$ cat config.mk
export PLATFORM = sky130hd
export DESIGN_NAME = dma_frontend_top
export DESIGN_NICKNAME = d
export VERILOG_FILES = /design/src/design/dma_reg_pkg.sv /design/src/design/dma_xfer_pkg.sv /design/src/design/dma_job_if.sv /design/src/design/dma_backend.sv /design/src/design/dma_frontend_top.sv /design/src/design/dma_job_queue.sv /design/src/design/dma_reg_file.sv /design/src/design/transfer_id_gen.sv
export VERILOG_INCLUDE_DIRS = /design/src /design/src/design
export SDC_FILE = /design/constraint.sdc
export NUM_CORES = 1
export LEC_CHECK = 0
export BUFFER_PORTS_ARGS = -buffer_cell sky130_fd_sc_hd__buf_4
export CORE_MARGIN = 2
export CORE_UTILIZATION = 55
export DETAILED_ROUTE_END_ITERATION = 6
export MAX_ROUTING_LAYER = met4
export PLACE_DENSITY_LB_ADDON = 0.12
export RECOVER_POWER = 25
export SYNTH_ARGS = -nofsm -noshare
export SYNTH_HDL_FRONTEND = slang
export SYNTH_SLANG_ARGS = --single-unit
$ cat constraint.sdc
create_clock -name clk_i -period 3.2 [get_ports clk_i]
set_input_delay 0.32 -clock clk_i [delete_from_list [all_inputs] [get_ports clk_i]]
set_output_delay 0.32 -clock clk_i [all_outputs]
set_load 0.005 [all_outputs]
$ cat src/design/dma_consts.svh
`ifndef DMA_CONSTS_SVH
`define DMA_CONSTS_SVH

// id counter width, kept small so the wrap shows up quickly
`define DMA_ID_WIDTH 4

// word address width for src and dst
`define DMA_ADDR_WIDTH 16

// transfer length in beats
`define DMA_LEN_WIDTH 8

// software register data width
`define DMA_DATA_WIDTH 16

// launched jobs waiting for the backend
`define DMA_QUEUE_DEPTH 4

`endif

$ cat src/design/dma_reg_pkg.sv
`default_nettype none

package dma_reg_pkg;

    // ------------------------------
    // software register map
    // ------------------------------
    // src, dst, len are read/write
    // next_id read launches a transfer
    // done_id and status are read-only
    typedef enum logic [2:0] {
        REG_SRC     = 3'd0,
        REG_DST     = 3'd1,
        REG_LEN     = 3'd2,
        REG_NEXT_ID = 3'd3,
        REG_DONE_ID = 3'd4,
        REG_STATUS  = 3'd5
    } reg_addr_e;

endpackage : dma_reg_pkg

`default_nettype wire

$ cat src/design/dma_xfer_pkg.sv
`default_nettype none

`include "dma_consts.svh"

package dma_xfer_pkg;

    // ------------------------------
    // one launched transfer
    // ------------------------------
    typedef struct packed {
        logic [`DMA_ADDR_WIDTH-1:0] src;
        logic [`DMA_ADDR_WIDTH-1:0] dst;
        logic [`DMA_LEN_WIDTH-1:0]  len;
        logic [`DMA_ID_WIDTH-1:0]   id;
    } xfer_t;

    // backend sequencing
    typedef enum logic {
        BE_IDLE = 1'b0,
        BE_MOVE = 1'b1
    } be_state_e;

endpackage : dma_xfer_pkg

`default_nettype wire

$ cat src/design/dma_job_if.sv
`timescale 1ns/1ps
`default_nettype none

`include "dma_consts.svh"

// launched job from the register file into the queue
interface dma_job_if;

    // one-cycle launch strobe
    logic                       push;
    // job fields, valid with push
    logic [`DMA_ADDR_WIDTH-1:0] src;
    logic [`DMA_ADDR_WIDTH-1:0] dst;
    logic [`DMA_LEN_WIDTH-1:0]  len;
    logic [`DMA_ID_WIDTH-1:0]   id;
    // queue has no free entry
    logic                       full;

    // register file side, only pushes while full is low
    modport issuer (
        output push, src, dst, len, id,
        input  full
    );

    modport queue (
        input  push, src, dst, len, id,
        output full
    );

endinterface : dma_job_if

`default_nettype wire

$ cat src/design/dma_backend.sv
`timescale 1ns/1ps
`default_nettype none

`include "dma_consts.svh"

module dma_backend import dma_xfer_pkg::*; (
    input  logic                       clk_i,
    input  logic                       rst_ni,
    // queue head
    input  xfer_t                      head_i,
    input  logic                       valid_i,
    output logic                       pop_o,
    // completion to the id generator
    output logic                       retire_o,
    output logic                       busy_o,
    // beat stream
    output logic                       beat_o,
    output logic [`DMA_ADDR_WIDTH-1:0] beat_src_o,
    output logic [`DMA_ADDR_WIDTH-1:0] beat_dst_o
);

    be_state_e                  state_q;
    be_state_e                  state_d;
    // beats still to emit
    logic [`DMA_LEN_WIDTH-1:0]  rem_q;
    logic [`DMA_ADDR_WIDTH-1:0] src_q;
    logic [`DMA_ADDR_WIDTH-1:0] dst_q;

    // ------------------------------
    // FSM
    // ------------------------------
    // take a job whenever idle and one waits
    assign pop_o    = (state_q == BE_IDLE) && valid_i;
    assign busy_o   = (state_q == BE_MOVE);
    assign beat_o   = busy_o && (rem_q != '0);
    // last beat, or zero length on first move cycle
    assign retire_o = busy_o && (rem_q <= `DMA_LEN_WIDTH'(1));

    always_comb begin
        state_d = state_q;
        case (state_q)
            BE_IDLE: if (pop_o) state_d = BE_MOVE;
            BE_MOVE: if (retire_o) state_d = BE_IDLE;
            default: state_d = BE_IDLE;
        endcase
    end

    always_ff @(posedge clk_i or negedge rst_ni) begin
        if (!rst_ni) begin
            state_q <= BE_IDLE;
        end else begin
            state_q <= state_d;
        end
    end

    // capture on pop, then step per beat
    always_ff @(posedge clk_i) begin
        if (pop_o) begin
            src_q <= head_i.src;
            dst_q <= head_i.dst;
            rem_q <= head_i.len;
        end else if (beat_o) begin
            src_q <= src_q + 1'b1;
            dst_q <= dst_q + 1'b1;
            rem_q <= rem_q - 1'b1;
        end
    end

    assign beat_src_o = src_q;
    assign beat_dst_o = dst_q;

    // retire ends the move, back to idle next cycle
    a_retire_move: assert property (@(posedge clk_i) disable iff (!rst_ni)
        retire_o |-> (state_q == BE_MOVE) ##1 (state_q == BE_IDLE));

endmodule : dma_backend

`default_nettype wire

$ cat src/design/dma_frontend_top.sv
`timescale 1ns/1ps
`default_nettype none

`include "dma_consts.svh"

module dma_frontend_top import dma_reg_pkg::*, dma_xfer_pkg::*; (
    input  logic                       clk_i,
    input  logic                       rst_ni,
    input  logic                       reg_wr_i,
    input  logic                       reg_rd_i,
    input  logic [2:0]                 reg_addr_i,
    input  logic [`DMA_DATA_WIDTH-1:0] reg_wdata_i,
    output logic [`DMA_DATA_WIDTH-1:0] reg_rdata_o,
    output logic                       reg_rvalid_o,
    output logic                       beat_o,
    output logic [`DMA_ADDR_WIDTH-1:0] beat_src_o,
    output logic [`DMA_ADDR_WIDTH-1:0] beat_dst_o
);

    // ------------------------------
    // internal wiring
    // ------------------------------
    dma_job_if job_if ();

    xfer_t                    head;
    logic                     head_valid;
    logic                     pop;
    logic                     issue;
    logic                     retire;
    logic                     busy;
    logic [`DMA_ID_WIDTH-1:0] next_id;
    logic [`DMA_ID_WIDTH-1:0] done_id;

    dma_reg_file u_reg_file (
        .clk_i        (clk_i),
        .rst_ni       (rst_ni),
        .reg_wr_i     (reg_wr_i),
        .reg_rd_i     (reg_rd_i),
        .reg_addr_i   (reg_addr_e'(reg_addr_i)),
        .reg_wdata_i  (reg_wdata_i),
        .reg_rdata_o  (reg_rdata_o),
        .reg_rvalid_o (reg_rvalid_o),
        .next_id_i    (next_id),
        .done_id_i    (done_id),
        .busy_i       (busy),
        .issue_o      (issue),
        .job_o        (job_if.issuer)
    );

    dma_job_queue #(
        .Depth (`DMA_QUEUE_DEPTH)
    ) u_job_queue (
        .clk_i   (clk_i),
        .rst_ni  (rst_ni),
        .job_i   (job_if.queue),
        .pop_i   (pop),
        .head_o  (head),
        .valid_o (head_valid)
    );

    dma_backend u_backend (
        .clk_i      (clk_i),
        .rst_ni     (rst_ni),
        .head_i     (head),
        .valid_i    (head_valid),
        .pop_o      (pop),
        .retire_o   (retire),
        .busy_o     (busy),
        .beat_o     (beat_o),
        .beat_src_o (beat_src_o),
        .beat_dst_o (beat_dst_o)
    );

    // id bookkeeping
    transfer_id_gen #(
        .IdWidth (`DMA_ID_WIDTH)
    ) u_id_gen (
        .clk_i       (clk_i),
        .rst_ni      (rst_ni),
        .issue_i     (issue),
        .retire_i    (retire),
        .next_o      (next_id),
        .completed_o (done_id)
    );

endmodule : dma_frontend_top

`default_nettype wire

$ cat src/design/dma_job_queue.sv
`timescale 1ns/1ps
`default_nettype none

module dma_job_queue import dma_xfer_pkg::*; #(
    parameter int unsigned Depth = 4
) (
    input  logic    clk_i,
    input  logic    rst_ni,
    // launched jobs come in here
    dma_job_if.queue job_i,
    // backend takes the head
    input  logic    pop_i,
    output xfer_t   head_o,
    output logic    valid_o
);

    localparam int unsigned PtrW = (Depth > 1) ? $clog2(Depth) : 1;
    localparam int unsigned CntW = $clog2(Depth + 1);

    xfer_t            mem_q [Depth];
    logic [PtrW-1:0]  wr_ptr_q;
    logic [PtrW-1:0]  rd_ptr_q;
    logic [CntW-1:0]  count_q;

    // ------------------------------
    // pointers and fill level
    // ------------------------------
    always_ff @(posedge clk_i or negedge rst_ni) begin
        if (!rst_ni) begin
            wr_ptr_q <= '0;
            rd_ptr_q <= '0;
            count_q  <= '0;
        end else begin
            if (job_i.push) begin
                wr_ptr_q <= (wr_ptr_q == PtrW'(Depth - 1)) ? '0 : wr_ptr_q + 1'b1;
            end
            if (pop_i) begin
                rd_ptr_q <= (rd_ptr_q == PtrW'(Depth - 1)) ? '0 : rd_ptr_q + 1'b1;
            end
            // simultaneous push and pop leaves the level alone
            case ({job_i.push, pop_i})
                2'b10:   count_q <= count_q + 1'b1;
                2'b01:   count_q <= count_q - 1'b1;
                default: ;
            endcase
        end
    end

    // storage, no reset needed
    always_ff @(posedge clk_i) begin
        if (job_i.push) begin
            mem_q[wr_ptr_q] <= '{
                src: job_i.src,
                dst: job_i.dst,
                len: job_i.len,
                id:  job_i.id
            };
        end
    end

    assign job_i.full = (count_q == CntW'(Depth));
    assign valid_o    = (count_q != '0);
    // oldest entry
    assign head_o     = mem_q[rd_ptr_q];

    // backend must only take a job that is there
    a_no_pop_empty: assert property (@(posedge clk_i) disable iff (!rst_ni)
        pop_i |-> valid_o);

    // a push into an empty queue shows up as the head next cycle
    a_push_visible: assert property (@(posedge clk_i) disable iff (!rst_ni)
        (job_i.push && !valid_o) |=> (valid_o && (head_o.id == $past(job_i.id))));

endmodule : dma_job_queue

`default_nettype wire

$ cat src/design/dma_reg_file.sv
`timescale 1ns/1ps
`default_nettype none

`include "dma_consts.svh"

module dma_reg_file import dma_reg_pkg::*; (
    input  logic                       clk_i,
    input  logic                       rst_ni,
    // software access
    input  logic                       reg_wr_i,
    input  logic                       reg_rd_i,
    input  reg_addr_e                  reg_addr_i,
    input  logic [`DMA_DATA_WIDTH-1:0] reg_wdata_i,
    output logic [`DMA_DATA_WIDTH-1:0] reg_rdata_o,
    output logic                       reg_rvalid_o,
    // id generator and backend state
    input  logic [`DMA_ID_WIDTH-1:0]   next_id_i,
    input  logic [`DMA_ID_WIDTH-1:0]   done_id_i,
    input  logic                       busy_i,
    // launch strobe to the id generator
    output logic                       issue_o,
    dma_job_if.issuer                  job_o
);

    localparam int unsigned DataW = `DMA_DATA_WIDTH;

    logic [`DMA_ADDR_WIDTH-1:0] src_q;
    logic [`DMA_ADDR_WIDTH-1:0] dst_q;
    logic [`DMA_LEN_WIDTH-1:0]  len_q;
    logic [DataW-1:0]           rdata_d;
    logic [DataW-1:0]           rdata_q;
    logic                       rvalid_q;

    // ------------------------------
    // config registers
    // ------------------------------
    always_ff @(posedge clk_i or negedge rst_ni) begin
        if (!rst_ni) begin
            src_q <= '0;
            dst_q <= '0;
            len_q <= '0;
        end else if (reg_wr_i) begin
            case (reg_addr_i)
                REG_SRC: src_q <= reg_wdata_i[`DMA_ADDR_WIDTH-1:0];
                REG_DST: dst_q <= reg_wdata_i[`DMA_ADDR_WIDTH-1:0];
                REG_LEN: len_q <= reg_wdata_i[`DMA_LEN_WIDTH-1:0];
                // id and status regs ignore writes
                default: ;
            endcase
        end
    end

    // launch only when the queue has room
    assign issue_o = reg_rd_i && (reg_addr_i == REG_NEXT_ID) && !job_o.full;

    // job fields follow the current config
    assign job_o.push = issue_o;
    assign job_o.src  = src_q;
    assign job_o.dst  = dst_q;
    assign job_o.len  = len_q;
    assign job_o.id   = next_id_i;

    // ------------------------------
    // read path
    // ------------------------------
    always_comb begin
        rdata_d = '0;
        case (reg_addr_i)
            REG_SRC:     rdata_d = DataW'(src_q);
            REG_DST:     rdata_d = DataW'(dst_q);
            REG_LEN:     rdata_d = DataW'(len_q);
            // 0 means the queue was full, no launch
            REG_NEXT_ID: rdata_d = job_o.full ? '0 : DataW'(next_id_i);
            REG_DONE_ID: rdata_d = DataW'(done_id_i);
            // bit 0 full, bit 1 busy
            REG_STATUS:  rdata_d = DataW'({busy_i, job_o.full});
            default:     rdata_d = '0;
        endcase
    end

    always_ff @(posedge clk_i or negedge rst_ni) begin
        if (!rst_ni) begin
            rvalid_q <= 1'b0;
        end else begin
            rvalid_q <= reg_rd_i;
        end
    end

    // data only matters while rvalid is high
    always_ff @(posedge clk_i) begin
        if (reg_rd_i) begin
            rdata_q <= rdata_d;
        end
    end

    assign reg_rdata_o  = rdata_q;
    assign reg_rvalid_o = rvalid_q;

    // a launch answers with the nonzero id one cycle later
    a_push_ok: assert property (@(posedge clk_i) disable iff (!rst_ni)
        job_o.push |-> !job_o.full ##1 (reg_rvalid_o && (reg_rdata_o != '0)));

endmodule : dma_reg_file

`default_nettype wire

$ cat src/design/transfer_id_gen.sv
`timescale 1ns/1ps
`default_nettype none

// issued and completed id counters, zero is never produced
module transfer_id_gen #(
    parameter int unsigned IdWidth = 4
) (
    input  logic               clk_i,
    input  logic               rst_ni,
    // a transfer was launched
    input  logic               issue_i,
    // a transfer finished its last beat
    input  logic               retire_i,
    // id handed to the next launch
    output logic [IdWidth-1:0] next_o,
    // id of the most recent completion
    output logic [IdWidth-1:0] completed_o
);

    logic [IdWidth-1:0] next_q;
    logic [IdWidth-1:0] completed_q;

    // advance on event, all-ones goes back to 1
    // without an event the value just holds, even at all-ones
    function automatic logic [IdWidth-1:0] step_id(
        input logic [IdWidth-1:0] cur,
        input logic               ev
    );
        logic [IdWidth-1:0] nxt;
        nxt = cur;
        if (ev) begin
            nxt = (cur == '1) ? IdWidth'(1) : cur + 1'b1;
        end
        return nxt;
    endfunction

    // ------------------------------
    // counter state
    // ------------------------------
    always_ff @(posedge clk_i or negedge rst_ni) begin
        if (!rst_ni) begin
            next_q      <= IdWidth'(2);
            completed_q <= IdWidth'(1);
        end else begin
            next_q      <= step_id(next_q, issue_i);
            completed_q <= step_id(completed_q, retire_i);
        end
    end

    assign next_o      = next_q;
    assign completed_o = completed_q;

    // zero must stay free as the "nothing issued" answer
    a_next_nonzero: assert property (@(posedge clk_i) disable iff (!rst_ni)
        issue_i |=> (next_o != '0) && (next_o != $past(next_o)));

endmodule : transfer_id_gen

`default_nettype wire

# After elaboration in Yosys (flattened, before gate mapping)
# Memories as Yosys holds them, arrays and structs flattened.
# Cells that the tools add are included.
[word_totals]
regBits = 113
ram_bits = 176
inputBits = 23
out_inout_bits = 50
elab_cells = 70
n_memories = 1
[op_classes]
n_addsub = 9
n_lt_le_gt_ge = 1
n_eq_ne = 12
n_mux = 18
n_bitwise = 1
n_reduce_logical = 14
[mem_list]
columns = ["name", "depth", "width", "rd", "rd_clocked_by_memory_dff", "write_ports", "line_no", "source"]
rows = [
  ["u_job_queue.mem_q", 4, 44, 1, 0, 1, "dma_job_queue.sv:20", "xfer_t mem_q [Depth];"],
]
[op_table]
columns = ["operator", "n"]
rows = [
  ["one-hot mux 16 bit (6 select lines)", 1],
  ["two-way mux 16 bit", 4],
  ["adder 16 x 1 -> 16 bit (second input constant)", 2],
  ["two-way mux 8 bit", 2],
  ["two-way mux 4 bit", 3],
  ["== test 3 bit (second input constant)", 3],
  ["adder 4 x 1 -> 4 bit (second input constant)", 2],
  ["== test 4 bit (second input constant)", 2],
  ["less-or-equal comparator 8 x 1 -> 1 bit (second input constant)", 1],
  ["nonzero test 8 bit", 1],
  ["subtractor 8 x 1 -> 8 bit (second input constant)", 1],
  ["== test 2 bit (second input constant)", 3],
  ["== test 3 x 2 -> 1 bit (second input constant)", 2],
  ["one-hot mux 3 bit (2 select lines)", 1],
  ["AND reduction 2 bit", 3],
  ["logical AND 1 bit", 5],
  ["adder 2 x 1 -> 2 bit (second input constant)", 2],
  ["two-way mux 1 bit", 4],
  ["two-way mux 2 bit", 2],
  ["nonzero test 2 bit", 2],
  ["adder 3 x 1 -> 3 bit (second input constant)", 1],
  ["== test 3 x 1 -> 1 bit (second input constant)", 1],
  ["zero test 3 bit", 1],
  ["nonzero test 3 bit", 1],
  ["other kinds (5)", 5],
]

# Longest topological paths before layout
[depth]
depth_word = 5
depth_mapped = 10

# Hierarchy
# Synthesis repeated with hierarchy kept, for this count alone.
[hier_totals]
cells_unflattened = 722
area_unflattened_um2 = 12101.6
[by_module_without_submodules]
columns = ["module", "instances", "cells_each", "area_per_inst_um2", "seq_area_each_um2"]
rows = [
  ["dma_job_queue", 1, 269, 6830.3, 5460.2],
  ["dma_reg_file", 1, 177, 2526.2, 1506.4],
  ["dma_backend", 1, 242, 2384.8, 1226.2],
  ["transfer_id_gen", 1, 34, 360.3, 202.7],
]

# Worst setup path after synthesis
# No wires, ideal clock.
[synth_path]
path_kind = "input to register"
from = "in reg_addr_i[1]"
to = "mem u_job_queue.mem_q[0][10] (netlist bit) (enable)"
t_arrival_ps = 2047
t_required_ps = 2799
path_slack_ps = 751
path_stages = 5
cell_sequence = "buf_2 -> and3b_1 -> and3_1 -> buf_2 -> and2_1"
[synth_via]
elab_chain_cells = 5
[synth_lines]
columns = ["item", "line_no", "source"]
rows = [
  ["start: declaration", "dma_frontend_top.sv:11", "input logic [2:0] reg_addr_i,"],
  ["== test 3 x 2 -> 1 bit", "dma_reg_file.sv:54", "assign issue_o = reg_rd_i && (reg_addr_i == REG_NEXT_ID) && !job_o.full;"],
  ["logical AND 1 bit (2 in a row)", "dma_reg_file.sv:54", ""],
  ["two-way mux 1 bit", "dma_job_queue.sv:51", "if (job_i.push) begin"],
  ["two-way mux 1 bit (implied by the code)", "dma_job_queue.sv:52", "mem_q[wr_ptr_q] <= '{"],
  ["end: declaration", "dma_job_queue.sv:20", ""],
]
# Every way passes these cells.

# Final worst setup path
[layout_path]
from = "reg u_job_queue.count_q[1]"
to = "reg u_job_queue.count_q[2]"
[layout_via]
elab_chain_cells = 5
[layout_lines]
columns = ["item", "line_no", "source"]
rows = [
  ["start: declaration", "dma_job_queue.sv:23", "logic [CntW-1:0] count_q;"],
  ["start signal: assignment", "dma_job_queue.sv:42", "2'b10: count_q <= count_q + 1'b1;"],
  ["start signal: assignment", "dma_job_queue.sv:43", "2'b01: count_q <= count_q - 1'b1;"],
  ["== test 3 bit", "dma_job_queue.sv:61", "assign job_i.full = (count_q == CntW'(Depth));"],
  ["zero test 1 bit", "dma_reg_file.sv:54", ""],
  ["logical AND 1 bit", "dma_reg_file.sv:54", ""],
  ["== test 2 x 1 -> 1 bit or == test 2 bit (tied branches)", "dma_job_queue.sv:41", "case ({job_i.push, pop_i})"],
  ["one-hot mux 3 bit (2 select lines) or nonzero test 2 bit (tied branches)", "--", ""],
]
# Several ways; a longest one is shown, not always the timed one.
# A chain may end at the register's enable or synchronous reset.

==> run_results.csv <==
group,metric,value,unit
power,power_switching,1.83,mW
critical_path,crit_path_end_kind,"register",
power,p_clk_frac,0.388,
timing,period_share,0.749,
min_path,hold_class,"in2reg",
synth,synth.cell_area,11400,um2
timing,fin_worst_skew,0.0200,ns
synth,seq_area_frac_synth,0.691,
layout,antenna_cells,0,
run,cap_viol_max_count,0,
outcome,status,"finished clean",
clock_network,cts_tree,"built",
critical_path,endpoint,"u_job_queue.count_q[2]",
timing,finalSetupViolations,0,
timing,hold_violations,0,
critical_path,worst_setup_path_start_kind,"register",
layout,drive_gt1_frac,0.271,
clock_network,cts_max_level,1,
critical_path,critPathMaxFanout,13,
layout,syn_to_final_growth,15.6,%
global_routing,track_usage,0.219,
clock_network,clock_latency,0.53,ns
critical_path,regToRegSetupSlack,0.80,ns
critical_path,worstReg2RegEnd,"u_job_queue.count_q[2]",
routing,drtPass1Iterations,5,
power,p_leak,4.79,nW
global_routing,grt_pass1_wl,36200,um
floorplanning,io-pin-count,73,
floorplanning,fp.dieH,148,um
layout,nets,823,
routing,ant_nets,0,
placement,dp_hpwl,14800,um
placement,place_congestion,0.820,
synth,ys_warn_count,0,
placement,io_buffers,72,
clock_network,cts_root_buffer,"clkbuf_16",
routing,drtIter0Drc,507,
synth,ys_types,53,
timing,drv_slew,0,
global_routing,antenna_found_initial,0,
timing,tns,0,ns
clock_network,cts_buffers,28,
clock_network,cts_sinks,273,
floorplanning,rows,52,
timing,worst_pin_slew,1.21,ns
critical_path,cp.required,3.64,ns
clock_network,postCtsSetupBuffers,0,
global_routing,grt_pass1_vias,6401,
power,p_comb_frac,0.061,
layout,postLayoutCellArea,13200,um2
clock_network,clk_pin_slew,0.06,ns
power,p_per_area,616,nW/um2
synth,synth_nets,735,
power,ir_drop,0.509,mV
timing,rsz0062_at_grt,"no",
floorplanning,die_width,148,um
clock_network,cts_buffer_depth,3,
synth,syn_area_per_cell,16.4,um2
routing,wl_per_cell,21.1,um
floorplanning,start_util,0.562,
critical_path,crit_type,"reg2reg",
critical_path,ff2ff_path_depth,9,
critical_path,critPathArrivalTime,2.84,ns
routing,routed_wl,22700,um
placement,place_area,12300,um2
power,p_sw_frac,0.225,
synth,synthFlopType,"edfxtp_1",
synth,ys_seq_elements,273,
layout,n_fill_cell,1417,
routing,drc,0,
critical_path,crit_start,"u_job_queue.count_q[1]",
timing,slew_headroom,0.195,
routing,routed_via_density,5.77,
routing,num_vias,6221,
timing,clock.fmax,417,MHz
synth,synth_edf_count,216,
global_routing,grt_max_degree,58,
power,seqPwrFrac,0.550,
power,p_int,6.32,mW
synth,synthCells,698,
power,finalPower,8.15,mW
critical_path,rr_startpoint,"u_job_queue.count_q[1]",
floorplanning,core,20400,um2
timing,timing.final.crit_period,2.40,ns
floorplanning,die_area,22000,um2
synth,async_reset_ff_frac,0.209,
global_routing,grt_overflow,0,
-- cell families (layout without fill, tap and decap cells) --
kind of cell | Yosys count | in the layout | share of synthesized area
adder cells (fa/ha/maj) | 14 | 14 | 0.0160
AND/OR/NAND/NOR | 157 | 157 | 0.0733
AO/OA/AOI/OAI | 68 | 68 | 0.0344
flip-flops | 273 | 273 | 0.691
XOR/XNOR | 38 | 38 | 0.0291
multiplexers | 99 | 99 | 0.136
buffers and inverters | 49 | 159 | 0.0201
-- area by class of cell --
cell class	instances	area, um2	area share
inverter	21	78.8	0.00596
clock buffer	38	779	0.0589
clock inverter	14	121	0.00917
timing repair buffer	86	689	0.0521
sequential	273	7920	0.598
tap	270	338	0.0255
multi-input combinational	376	3310	0.250
-- registers in the layout (all words and copies together) (netlist names), 8 cells and up --
signal                  cells
u_backend.beat_dst_o       16
u_backend.beat_src_o       16
u_backend.rem_q             8
u_job_queue.mem_q         160
u_reg_file.job_o.dst       16
u_reg_file.job_o.len        8
u_reg_file.job_o.src       16
u_reg_file.reg_rdata_o     16
-- per-layer routing --
| metal | track usage | routed length (um) | up-vias |
|---|---|---|---|
| li1 | - | - | 2835 |
| met1 | 0.323 | 10500 | 3185 |
| met2 | 0.338 | 10700 | 168 |
| met3 | 0.0270 | 1110 | 33 |
| met4 | 0.0457 | 356 | 0 |
| met5 | - | 0 | - |
-- per-stage QoR --
step | instances | utilization | setup slack (ns) | hold WS, ns
2_1_floorplan | 698 | - | 0.751 | 0.0244
3_3_place_gp | 1022 | 0.604 | 0.852 | 0.420
3_5_place_dp | 1022 | 0.604 | 0.809 | 0.442
4_1_cts | 1078 | 0.650 | 0.785 | 0.00249
5_1_grt | 1078 | 0.650 | 0.636 | 0.00657
6_report | 1078 | 0.650 | 0.802 | 0.0174
-- cells in the final DEF (no fill, tap or decap), types with 17 or more instances in the layout --
cell	n
clkbuf_16	29
nand2_1	50
a21oi_1	17
o21ai_1	28
xnor2_1	30
dfrtp_1	54
mux4_2	41
mux2i_1	17
edfxtp_1	216
nor2_1	41
buf_4	78
mux2_2	30
inv_1	19
-- power by group through the flow --
stage / combinational [mW] / clock [mW] / sequential (mW)
CTS: 0.510 / 3.21 / 4.49
global placement: 0.476 / 0 / 4.53
floorplan: 0.334 / 0 / 4.43
detailed placement: 0.501 / 0 / 4.56
finish: 0.499 / 3.17 / 4.49
global route: 0.565 / 3.33 / 4.53
-- synthesized netlist by cell type, types with 2 or more instances --
master    count  share of area
nand4_4       2         0.0037
or2_1         2         0.0011
ha_1         13          0.014
nand4_1       5         0.0027
nor4_1        5         0.0027
o21ai_2       4         0.0031
buf_2        16         0.0070
o31ai_1       2         0.0013
nor2b_1       2         0.0011
and3_1        2         0.0011
nor3_1        7         0.0031
buf_1         3        0.00098
mux2_2       30          0.030
dfrtp_1      55           0.12
mux2i_1      17          0.015
inv_1        19         0.0062
nand2_1      50          0.016
buf_6         2         0.0020
xnor2_1      30          0.023
inv_2         2        0.00066
or3_1         2         0.0011
mux2_1       11          0.011
o21a_1        2         0.0013
o21ai_1      28          0.012
mux4_2       41          0.081
nand3_1      15         0.0066
xor2_1        8         0.0061
nor4_2        7         0.0076
and2_1        6         0.0033
o21ai_0       5         0.0022
a31oi_1       4         0.0022
nand2b_1      2         0.0011
buf_4         3         0.0020
edfxtp_1    216           0.57
clkbuf_1      4         0.0013
dfstp_2       2         0.0046
a21oi_1      17         0.0074
nor2_1       41          0.013
a22oi_1       2         0.0013
-- worst min-delay path by stage --
| stage | startpoint | endpoint | slack (ns) | depth (start not counted) |
|---|---|---|---|---|
| finish | reg_wdata_i[13] | u_reg_file.job_o.dst[13] | 0.02 | 2 |
| floorplan | rst_ni | u_backend.busy_o | 0.02 | 0 |
| detailed placement | rst_ni | u_reg_file.job_o.dst[14] | 0.44 | 1 |
| CTS | reg_wdata_i[13] | u_reg_file.job_o.dst[13] | 0.002 | 2 |
| global placement | rst_ni | u_reg_file.job_o.src[9] | 0.42 | 1 |
| global route | reg_wdata_i[13] | u_reg_file.job_o.dst[13] | 0.007 | 2 |
-- repair_timing --
action,4_1_cts,5_1_grt
endpoints found under the setup margin,0,0
hold buffers,4,0
resized for setup,0,0
endpoints found under the hold margin,58,0
-- worst max-delay path, stage by stage, from the launching register on --
cell	delay (ns)
dfrtp_1	0.39
or3b_1	0.44
and3_1	0.33
inv_2	0.13
ha_1	0.18
inv_1	0.06
fa_1	0.37
xor2_1	0.15
nor2_1	0.11
xor2_1	0.16
Note: power is estimated with default switching activity, not from simulation.
